## config.mk

```make
export PLATFORM = sky130hd
export DESIGN_NAME = adc_processing
export DESIGN_NICKNAME = d
export VERILOG_FILES = /design/src/hdl/adc_pkg.sv /design/src/hdl/adc_config_regs.sv /design/src/hdl/adc_calibration.sv /design/src/hdl/adc_denoise.sv /design/src/hdl/adc_fault_detector.sv /design/src/hdl/adc_average.sv /design/src/hdl/adc_processing.sv
export SDC_FILE = /design/constraint.sdc
export NUM_CORES = 2
export LEC_CHECK = 0
export BUFFER_PORTS_ARGS = -buffer_cell sky130_fd_sc_hd__buf_4
export CAP_MARGIN = 20
export CELL_PAD_IN_SITES_DETAIL_PLACEMENT = 1
export CELL_PAD_IN_SITES_GLOBAL_PLACEMENT = 1
export CORE_MARGIN = 2
export CORE_UTILIZATION = 35
export CTS_CLUSTER_DIAMETER = 150
export CTS_CLUSTER_SIZE = 10
export DETAILED_ROUTE_END_ITERATION = 7
export PLACE_DENSITY_LB_ADDON = 0.1
export SLEW_MARGIN = 15
export SYNTH_ARGS = -nofsm -noshare
export SYNTH_HDL_FRONTEND = slang
export SYNTH_SLANG_ARGS = --single-unit
```

## constraint.sdc

```tcl
create_clock -name clk -period 23.7 [get_ports clk]
set_clock_uncertainty 0.05 [all_clocks]
set_input_delay 4.74 -clock clk [delete_from_list [all_inputs] [get_ports clk]]
set_output_delay 4.74 -clock clk [all_outputs]
set_load 0.05 [all_outputs]
```

## src/hdl/adc_pkg.sv

```systemverilog
// Sizes are fixed at four 16-bit signed channels; gains are unsigned Q8.8 and results clip at +/-32767
package adc_pkg;

    // Sample path
    localparam int sample_width = 16;
    localparam int n_channels = 4;
    localparam int chan_width = 2;

    // Unsigned Q8.8 gain word
    localparam int gain_width = 16;
    localparam int gain_frac_bits = 8;
    localparam logic [gain_width-1:0] unity_gain = 16'd256;

    // Symmetric saturation limits, -32768 is never produced
    localparam logic signed [sample_width-1:0] sample_max = 16'sd32767;
    localparam logic signed [sample_width-1:0] sample_min = -16'sd32767;

    // Register write port
    localparam int reg_addr_width = 8;
    localparam int reg_data_width = 32;

    // Window and trip words carry low in [31:16], high in [15:0]
    typedef enum logic [reg_addr_width-1:0] {
        addr_offset0     = 8'h00,
        addr_offset1     = 8'h04,
        addr_offset2     = 8'h08,
        addr_offset3     = 8'h0C,
        addr_gain0       = 8'h10,
        addr_gain1       = 8'h14,
        addr_gain2       = 8'h18,
        addr_gain3       = 8'h1C,
        addr_window0     = 8'h20,
        addr_window1     = 8'h24,
        addr_window2     = 8'h28,
        addr_window3     = 8'h2C,
        addr_trip        = 8'h30,
        addr_control     = 8'h34,
        addr_fault_clear = 8'h38
    } reg_addr_e;

    // Control word bit positions
    localparam int ctrl_average_bit = 0;
    localparam int ctrl_sticky_bit = 1;
    localparam int ctrl_denoise_bit = 2;

endpackage

```

## src/hdl/adc_config_regs.sv

```systemverilog
// Write-only register file; no readback, writes to unknown addresses are dropped, effect is one cycle later
module adc_config_regs import adc_pkg::*; (
    input  logic                                    clk,
    input  logic                                    reset,
    input  logic                                    reg_write,
    input  logic [reg_addr_width-1:0]               reg_addr,
    input  logic [reg_data_width-1:0]               reg_wdata,
    output logic [n_channels-1:0][sample_width-1:0] offset,
    output logic [n_channels-1:0][gain_width-1:0]   gain,
    output logic [n_channels-1:0][sample_width-1:0] window_low,
    output logic [n_channels-1:0][sample_width-1:0] window_high,
    output logic signed [sample_width-1:0]          trip_low,
    output logic signed [sample_width-1:0]          trip_high,
    output logic                                    average_en,
    output logic                                    sticky_en,
    output logic                                    denoise_en,
    output logic                                    fault_clear
);

    // Channel index sits in the word address bits of each group
    logic [chan_width-1:0] idx;

    assign idx = reg_addr[chan_width+1:2];

    always_ff @(posedge clk) begin
        if (reset) begin
            offset      <= '0;
            gain        <= {n_channels{unity_gain}};
            window_low  <= {n_channels{sample_min}};
            window_high <= {n_channels{sample_max}};
            trip_low    <= sample_min;
            trip_high   <= sample_max;
            average_en  <= 1'b0;
            sticky_en   <= 1'b0;
            denoise_en  <= 1'b0;
            fault_clear <= 1'b0;
        end else begin
            fault_clear <= 1'b0;
            if (reg_write) begin
                case (reg_addr_e'(reg_addr))
                    addr_offset0, addr_offset1, addr_offset2, addr_offset3: begin
                        offset[idx] <= reg_wdata[sample_width-1:0];
                    end
                    addr_gain0, addr_gain1, addr_gain2, addr_gain3: begin
                        gain[idx] <= reg_wdata[gain_width-1:0];
                    end
                    addr_window0, addr_window1, addr_window2, addr_window3: begin
                        window_low[idx]  <= reg_wdata[reg_data_width-1:sample_width];
                        window_high[idx] <= reg_wdata[sample_width-1:0];
                    end
                    addr_trip: begin
                        trip_low  <= reg_wdata[reg_data_width-1:sample_width];
                        trip_high <= reg_wdata[sample_width-1:0];
                    end
                    addr_control: begin
                        average_en <= reg_wdata[ctrl_average_bit];
                        sticky_en  <= reg_wdata[ctrl_sticky_bit];
                        denoise_en <= reg_wdata[ctrl_denoise_bit];
                    end
                    // Strobe only, nothing is stored
                    addr_fault_clear: begin
                        fault_clear <= 1'b1;
                    end
                    default: begin
                    end
                endcase
            end
        end
    end

    // An unknown strobe would corrupt settings silently
    a_write_known: assert property (@(posedge clk) disable iff (reset)
        !$isunknown(reg_write));

endmodule

```

## src/hdl/adc_calibration.sv

```systemverilog
// One registered stage; result is (sample + offset) * gain >>> 8 clipped to +/-32767, no back-pressure
module adc_calibration import adc_pkg::*; (
    input  logic                                    clk,
    input  logic                                    reset,
    input  logic                                    in_valid,
    input  logic [chan_width-1:0]                   in_channel,
    input  logic signed [sample_width-1:0]          in_data,
    input  logic [n_channels-1:0][sample_width-1:0] offset,
    input  logic [n_channels-1:0][gain_width-1:0]   gain,
    output logic                                    cal_valid,
    output logic [chan_width-1:0]                   cal_channel,
    output logic signed [sample_width-1:0]          cal_data
);

    logic signed [sample_width-1:0]          sel_offset;
    logic [gain_width-1:0]                   sel_gain;
    // One extra bit so the offset add cannot wrap
    logic signed [sample_width:0]            sum;
    logic signed [sample_width+gain_width+1:0] product;
    logic signed [sample_width+gain_width+1:0] scaled;
    logic signed [sample_width-1:0]          sat;

    always_comb begin
        sel_offset = $signed(offset[in_channel]);
        sel_gain   = gain[in_channel];
        sum        = (sample_width+1)'(in_data) + (sample_width+1)'(sel_offset);
        // Gain is unsigned so it is zero-extended before the signed multiply
        product    = (sample_width+gain_width+2)'(sum)
                   * (sample_width+gain_width+2)'($signed({1'b0, sel_gain}));
        scaled     = product >>> gain_frac_bits;
        if (scaled > (sample_width+gain_width+2)'(sample_max)) begin
            sat = sample_max;
        end else if (scaled < (sample_width+gain_width+2)'(sample_min)) begin
            sat = sample_min;
        end else begin
            sat = scaled[sample_width-1:0];
        end
    end

    always_ff @(posedge clk) begin
        if (reset) begin
            cal_valid <= 1'b0;
        end else begin
            cal_valid <= in_valid;
        end
    end

    always_ff @(posedge clk) begin
        cal_channel <= in_channel;
        cal_data    <= sat;
    end

    // Symmetric clipping keeps the most negative code out of the stream
    a_no_min_code: assert property (@(posedge clk) disable iff (reset)
        cal_valid |-> (cal_data >= sample_min));

endmodule

```

## src/hdl/adc_denoise.sv

```systemverilog
// Spike rejection per channel; last accepted value starts at 0 and updates on every in-window sample
module adc_denoise import adc_pkg::*; (
    input  logic                                    clk,
    input  logic                                    reset,
    input  logic                                    cal_valid,
    input  logic [chan_width-1:0]                   cal_channel,
    input  logic signed [sample_width-1:0]          cal_data,
    input  logic [n_channels-1:0][sample_width-1:0] window_low,
    input  logic [n_channels-1:0][sample_width-1:0] window_high,
    input  logic                                    denoise_en,
    output logic                                    fast_valid,
    output logic [chan_width-1:0]                   fast_channel,
    output logic signed [sample_width-1:0]          fast_data
);

    // Last accepted value per channel
    logic signed [sample_width-1:0] held [n_channels];

    logic signed [sample_width-1:0] low;
    logic signed [sample_width-1:0] high;
    logic signed [sample_width-1:0] held_sel;
    logic                           spike;
    logic signed [sample_width-1:0] next_data;

    always_comb begin
        low       = $signed(window_low[cal_channel]);
        high      = $signed(window_high[cal_channel]);
        held_sel  = held[cal_channel];
        spike     = denoise_en && ((cal_data > high) || (cal_data < low));
        next_data = spike ? held_sel : cal_data;
    end

    always_ff @(posedge clk) begin
        if (reset) begin
            fast_valid <= 1'b0;
            for (int ch = 0; ch < n_channels; ch++) begin
                held[ch] <= '0;
            end
        end else begin
            fast_valid <= cal_valid;
            if (cal_valid && !spike) begin
                held[cal_channel] <= cal_data;
            end
        end
    end

    always_ff @(posedge clk) begin
        fast_channel <= cal_channel;
        fast_data    <= next_data;
    end

    // Every output equals the value its channel now holds, spike or not
    a_held_match: assert property (@(posedge clk) disable iff (reset)
        fast_valid |-> (fast_data == held[fast_channel]));

endmodule

```

## src/hdl/adc_fault_detector.sv

```systemverilog
// Single trip window shared by all channels; fault_clear only matters in sticky mode
module adc_fault_detector import adc_pkg::*; (
    input  logic                           clk,
    input  logic                           reset,
    input  logic                           cal_valid,
    input  logic signed [sample_width-1:0] cal_data,
    input  logic signed [sample_width-1:0] trip_low,
    input  logic signed [sample_width-1:0] trip_high,
    input  logic                           sticky_en,
    input  logic                           fault_clear,
    output logic                           fault
);

    logic trip;

    // Outside the window on either side
    assign trip = cal_valid && ((cal_data > trip_high) || (cal_data < trip_low));

    always_ff @(posedge clk) begin
        if (reset) begin
            fault <= 1'b0;
        end else if (sticky_en) begin
            // A new trip beats a clear in the same cycle
            if (trip) begin
                fault <= 1'b1;
            end else if (fault_clear) begin
                fault <= 1'b0;
            end
        end else if (cal_valid) begin
            // Following mode tracks the latest sample
            fault <= trip;
        end
    end

    // Sticky fault only drops on an explicit clear
    a_sticky_hold: assert property (@(posedge clk) disable iff (reset)
        sticky_en && fault && !fault_clear |=> fault);

endmodule

```

## src/hdl/adc_average.sv

```systemverilog
// Four-sample moving average per channel; history fills from zero so the first three outputs are low
module adc_average import adc_pkg::*; (
    input  logic                           clk,
    input  logic                           reset,
    input  logic                           fast_valid,
    input  logic [chan_width-1:0]          fast_channel,
    input  logic signed [sample_width-1:0] fast_data,
    input  logic                           average_en,
    output logic                           filtered_valid,
    output logic [chan_width-1:0]          filtered_channel,
    output logic signed [sample_width-1:0] filtered_data
);

    // Previous three values per channel with slot 0 newest
    logic signed [sample_width-1:0] hist [n_channels][3];

    // Two guard bits cover the sum of four terms
    logic signed [sample_width+1:0] sum;
    logic signed [sample_width-1:0] avg;

    always_comb begin
        sum = (sample_width+2)'(fast_data) + (sample_width+2)'(hist[fast_channel][0])
            + (sample_width+2)'(hist[fast_channel][1])
            + (sample_width+2)'(hist[fast_channel][2]);
        // Dropping two LSBs is the arithmetic shift by 2
        avg = sum[sample_width+1:2];
    end

    always_ff @(posedge clk) begin
        if (reset) begin
            filtered_valid <= 1'b0;
            for (int ch = 0; ch < n_channels; ch++) begin
                for (int k = 0; k < 3; k++) begin
                    hist[ch][k] <= '0;
                end
            end
        end else begin
            filtered_valid <= fast_valid;
            // History advances even with averaging off
            if (fast_valid) begin
                hist[fast_channel][2] <= hist[fast_channel][1];
                hist[fast_channel][1] <= hist[fast_channel][0];
                hist[fast_channel][0] <= fast_data;
            end
        end
    end

    always_ff @(posedge clk) begin
        filtered_channel <= fast_channel;
        filtered_data    <= average_en ? avg : fast_data;
    end

endmodule

```

## src/hdl/adc_processing.sv

```systemverilog
// Top level; outputs cannot be stalled, fast path is 2 cycles and filtered path 3 cycles after input
module adc_processing import adc_pkg::*; (
    input  logic                           clk,
    input  logic                           reset,
    input  logic                           reg_write,
    input  logic [reg_addr_width-1:0]      reg_addr,
    input  logic [reg_data_width-1:0]      reg_wdata,
    input  logic                           in_valid,
    input  logic [chan_width-1:0]          in_channel,
    input  logic signed [sample_width-1:0] in_data,
    output logic                           fast_valid,
    output logic [chan_width-1:0]          fast_channel,
    output logic signed [sample_width-1:0] fast_data,
    output logic                           filtered_valid,
    output logic [chan_width-1:0]          filtered_channel,
    output logic signed [sample_width-1:0] filtered_data,
    output logic                           fault
);

    // Settings
    logic [n_channels-1:0][sample_width-1:0] offset;
    logic [n_channels-1:0][gain_width-1:0]   gain;
    logic [n_channels-1:0][sample_width-1:0] window_low;
    logic [n_channels-1:0][sample_width-1:0] window_high;
    logic signed [sample_width-1:0]          trip_low;
    logic signed [sample_width-1:0]          trip_high;
    logic                                    average_en;
    logic                                    sticky_en;
    logic                                    denoise_en;
    logic                                    fault_clear;

    // Calibrated stream
    logic                           cal_valid;
    logic [chan_width-1:0]          cal_channel;
    logic signed [sample_width-1:0] cal_data;

    adc_config_regs u_config_regs (
        .clk         (clk),
        .reset       (reset),
        .reg_write   (reg_write),
        .reg_addr    (reg_addr),
        .reg_wdata   (reg_wdata),
        .offset      (offset),
        .gain        (gain),
        .window_low  (window_low),
        .window_high (window_high),
        .trip_low    (trip_low),
        .trip_high   (trip_high),
        .average_en  (average_en),
        .sticky_en   (sticky_en),
        .denoise_en  (denoise_en),
        .fault_clear (fault_clear)
    );

    adc_calibration u_calibration (
        .clk         (clk),
        .reset       (reset),
        .in_valid    (in_valid),
        .in_channel  (in_channel),
        .in_data     (in_data),
        .offset      (offset),
        .gain        (gain),
        .cal_valid   (cal_valid),
        .cal_channel (cal_channel),
        .cal_data    (cal_data)
    );

    adc_denoise u_denoise (
        .clk          (clk),
        .reset        (reset),
        .cal_valid    (cal_valid),
        .cal_channel  (cal_channel),
        .cal_data     (cal_data),
        .window_low   (window_low),
        .window_high  (window_high),
        .denoise_en   (denoise_en),
        .fast_valid   (fast_valid),
        .fast_channel (fast_channel),
        .fast_data    (fast_data)
    );

    // Checks the calibrated value, before spike rejection
    adc_fault_detector u_fault_detector (
        .clk         (clk),
        .reset       (reset),
        .cal_valid   (cal_valid),
        .cal_data    (cal_data),
        .trip_low    (trip_low),
        .trip_high   (trip_high),
        .sticky_en   (sticky_en),
        .fault_clear (fault_clear),
        .fault       (fault)
    );

    adc_average u_average (
        .clk              (clk),
        .reset            (reset),
        .fast_valid       (fast_valid),
        .fast_channel     (fast_channel),
        .fast_data        (fast_data),
        .average_en       (average_en),
        .filtered_valid   (filtered_valid),
        .filtered_channel (filtered_channel),
        .filtered_data    (filtered_data)
    );

endmodule

```

==> results.md <==
- Status: complete, no violations
- CTS root buffer: clkbuf_16
- Clock Path Buffers: 3
- Pin count of the biggest net entering global routing: 91
- Worst-path fanout max: 42
- Routed WL per cell: 22.30 um
- Post-synth EDFFs: 256
- Crit path depth: 36
- Gpl congestion: approximately 0.84
- Area Growth Syn to Fin: 11.72%
- PD cells: 93.27 mW/mm2
- Post-DP HPWL: 82880 um
- Port bufs: 100
- Hold Violations, Final: 0
- CTS tree: built
- Worst path bufs/invs: 6
- Die Width: 338.0 um
- Clk sinks: 606
- Critical path's slowest cell: o21bai_2
- Total CTS buffers: 71
- Crit. Startpoint: in_channel[0]
- Async set or reset register ratio after synthesis: 0%
- Crit path top cell by count: fa_1
- Synthesized area: 0.03905 mm2
- Layout cells sized above 1: roughly an eighth
- Period utilization: 65.29%
- Core ar.: around 0.11 mm2
- Iteration-0 DRC Markers: 1605
- Total grt overflow: 0
- Clk_lat worst skew: 0.66 ns
- CP endpoint: u_calibration.cal_data[3]$_SDFF_PN1_
- DRC violations left: 0
- Mean post-synth cell area: 9.988 um2
- Fin crit period: between 15 and 20 ns
- Internal: ~2.4 mW
- Hold Slack: 0.4000 ns
- Drt pass-1 iters: 4
- Slew @ Worst Pin: between 1 and 1.5 ns
- Worst R2R Start: u_config_regs.offset[48]$_SDFFE_PP0P_
- Clk slew on worst S/H paths: roughly 0.060 ns
- Clk pwr share: 25.0%
- CP Capture Type: flop
- Max cap viols: 0
- Max-slew violation count: 0
- Sequential share of the synthesized area: approximately 38%
- Final Setup Violations: 0
- Post-CTS setup buffers: 0
- CP max stage delay: around 0.66 ns
- Cells on worst reg2reg path: 35
- Hold Buf Count CTS: 0
- Flop pwr share: 31.3%
- YS warnings: 0
- I/O pins: 101
- Sw Share: 40.29%
- Flop2flop setup slack: 12.79 ns
- Via count: approximately 28000
- Unrepaired setup endpoints after global routing: false
- CP required: 24.11 ns
- HP Class: reg2reg
- Worst vdd ir: 0.09714 mV
- Post-DR vias/cell: 5.098
- Total negative slack: 0 ns
- Die area: 0.1143 mm2
- Cell Rows: 122
- Arrival time worst endpoint: about 16 ns
- CP top delay family: adder cells
- Net count reported at finish: 4480
- Seq cells post-synth: 606
- FMAX: 0.06463 GHz
- Antenna diodes: 0
- Post-CTS Resized: 0
- Routed WL: 121700 um
- Starting Density: a little over a third
- H-tree levels: 3
- Gate power share: 43.7%
- Hold Path Stages: 2
- First-pass GRT wire length: 187000 um
- Slew headroom: 26.54%
- Crit Path Class: in2reg
- CP startpoint kind: input pin
- ANT nets after route: 0
- R2r endpoint: u_calibration.cal_data[3]$_SDFF_PN1_
- P_leak: 18.12 nW
- Post-synthesis net count: ~4500
- Die Ht: 338.0 um
- Initial antenna violation count: 0
- Sw Pwr: 1.639 mW
- Synthesized instance count: roughly 4000
- Vias in the first global route: 29990
- Main flop type after synthesis: dfxtp_1
- Gr usage total: 21.82%
- Post-synth cell types: 76
==> cells by family after synthesis <==
family / Yosys count / synth area share, %
AOI/OAI and AO/OA: 472 / 7.757
and+or+nand+nor: 1438 / 16.74
muxes: 171 / 8.314
adders and majority gates: 484 / 21.35
DFF: 606 / 37.63
buffers and inverters: 656 / 6.344
xor gates and xnor gates: 83 / 1.862
==> metal layers <==
metal,track usage (%),wire length [um]
met4,4.558,2062
met1,30.72,57780
met5,0,0
met2,36.02,57800
met3,2.689,4086
==> worst reg2reg max path, delay by kind of cell (launching register included) <==
kind / cells / cell delay, ns
AO/OA/AOI/OAI: 13 / 3.45
XOR/XNOR: 1 / 0.64
adder cells (fa/ha/maj): 9 / 3.84
buffers and inverters: 5 / 0.27
flip-flops: 1 / 0.31
multiplexers: 1 / 0.47
AND/OR/NAND/NOR: 6 / 1.72
==> cell type report <==
class | instances | area [um2]
inverters | 447 | 1679
clock inverters | 9 | 185.2
flip-flops and latches | 606 | 14710
multi-input cells | 2648 | 22100
clock buffers | 101 | 1889
repair buffers | 160 | 1209
well taps | 1488 | 1862
fillers | 12310 | 67040
==> cells in the final DEF, fill, tap and decap left out, types with 9 or more instances in the layout <==
cell type	n
nand2_1	739
inv_1	446
dfxtp_1	346
fa_1	304
and2_1	256
edfxtp_1	256
a21oi_1	243
ha_1	180
nor2_1	177
buf_4	158
mux4_2	119
nand3_1	103
clkbuf_16	71
xnor2_1	45
nor3_1	44
mux2_2	37
a21o_1	34
xor2_1	30
clkbuf_1	30
a31oi_1	25
o21ai_0	20
o211ai_1	19
o21a_1	17
nand2b_1	16
mux2i_1	15
nand4_1	13
nor2b_1	13
and3_1	12
a311oi_1	12
or3_1	11
or2_2	11
nor3_2	9
a21boi_2	9
==> worst min-delay path by stage <==
stage	start	to	slack, ns
after floorplan	u_calibration.cal_channel[0]$_DFF_P_	u_denoise.fast_channel[0]$_DFF_P_	0.28
after global placement	u_config_regs.gain[42]$_SDFFE_PP0P_	u_config_regs.gain[42]$_SDFFE_PP0P_	0.39
after detailed placement	u_config_regs.offset[41]$_SDFFE_PP0P_	u_config_regs.offset[41]$_SDFFE_PP0P_	0.40
after CTS	u_config_regs.offset[41]$_SDFFE_PP0P_	u_config_regs.offset[41]$_SDFFE_PP0P_	0.40
after global routing	u_config_regs.gain[48]$_SDFFE_PP0P_	u_config_regs.gain[48]$_SDFFE_PP0P_	0.42
final	u_config_regs.offset[30]$_SDFFE_PP0P_	u_config_regs.offset[30]$_SDFFE_PP0P_	0.40
==> cell usage after synthesis (20+ instances only) <==
| cell | count | area share, % |
|---|---|---|
| and2_1 | 256 | 4.1 |
| a31oi_1 | 25 | 0.40 |
| mux2_2 | 37 | 1.1 |
| nand2_1 | 739 | 7.1 |
| dfxtp_1 | 350 | 18 |
| edfxtp_1 | 256 | 20 |
| buf_1 | 20 | 0.19 |
| a21oi_1 | 243 | 3.1 |
| ha_1 | 180 | 5.8 |
| mux4_2 | 119 | 6.9 |
| xnor2_1 | 51 | 1.1 |
| nor3_1 | 52 | 0.67 |
| inv_1 | 447 | 4.3 |
| a21o_1 | 34 | 0.65 |
| fa_1 | 304 | 16 |
| nor2_1 | 183 | 1.8 |
| nand3_1 | 103 | 1.3 |
| xor2_1 | 32 | 0.72 |
| clkbuf_1 | 184 | 1.8 |
| o21ai_0 | 25 | 0.32 |
==> metrics by stage <==
| stage | utilization (%) | cells | setup slack (ns) | power (mW) | instance area, um2 |
|---|---|---|---|---|---|
| 4_1_cts | 39.41 | 5458 | 8.151 | 4.143 | 43620 |
| 6_report | 39.42 | 5459 | 8.226 | 4.069 | 43630 |
| 2_1_floorplan | - | 3910 | 8.260 | 2.539 | 39050 |
| 5_1_grt | 39.42 | 5459 | 7.409 | 4.373 | 43630 |
| 3_3_place_gp | 37.54 | 5348 | 7.710 | 3.083 | 41540 |
| 3_5_place_dp | 37.54 | 5348 | 7.515 | 3.091 | 41540 |
==> power groups by stage <==
stage,Combinational (mW),Clock (mW),Sequential (mW)
floorplan,1.21,0,1.33
global placement,1.78,0,1.30
detailed placement,1.79,0,1.30
CTS,1.81,1.05,1.28
global route,2.00,1.09,1.28
finish,1.78,1.02,1.27
==> registers in the layout, summed over array words and instances, names as in the netlist, 16 cells and up <==
name,flops
u_average.hist,192
u_config_regs.gain,64
u_calibration.cal_data,16
u_config_regs.window_high,64
u_config_regs.trip_high,16
u_config_regs.window_low,64
u_config_regs.offset,64
u_config_regs.trip_low,16
u_denoise.held,64
u_average.filtered_data,16
u_denoise.fast_data,16
(Power assumes the default switching activity.)
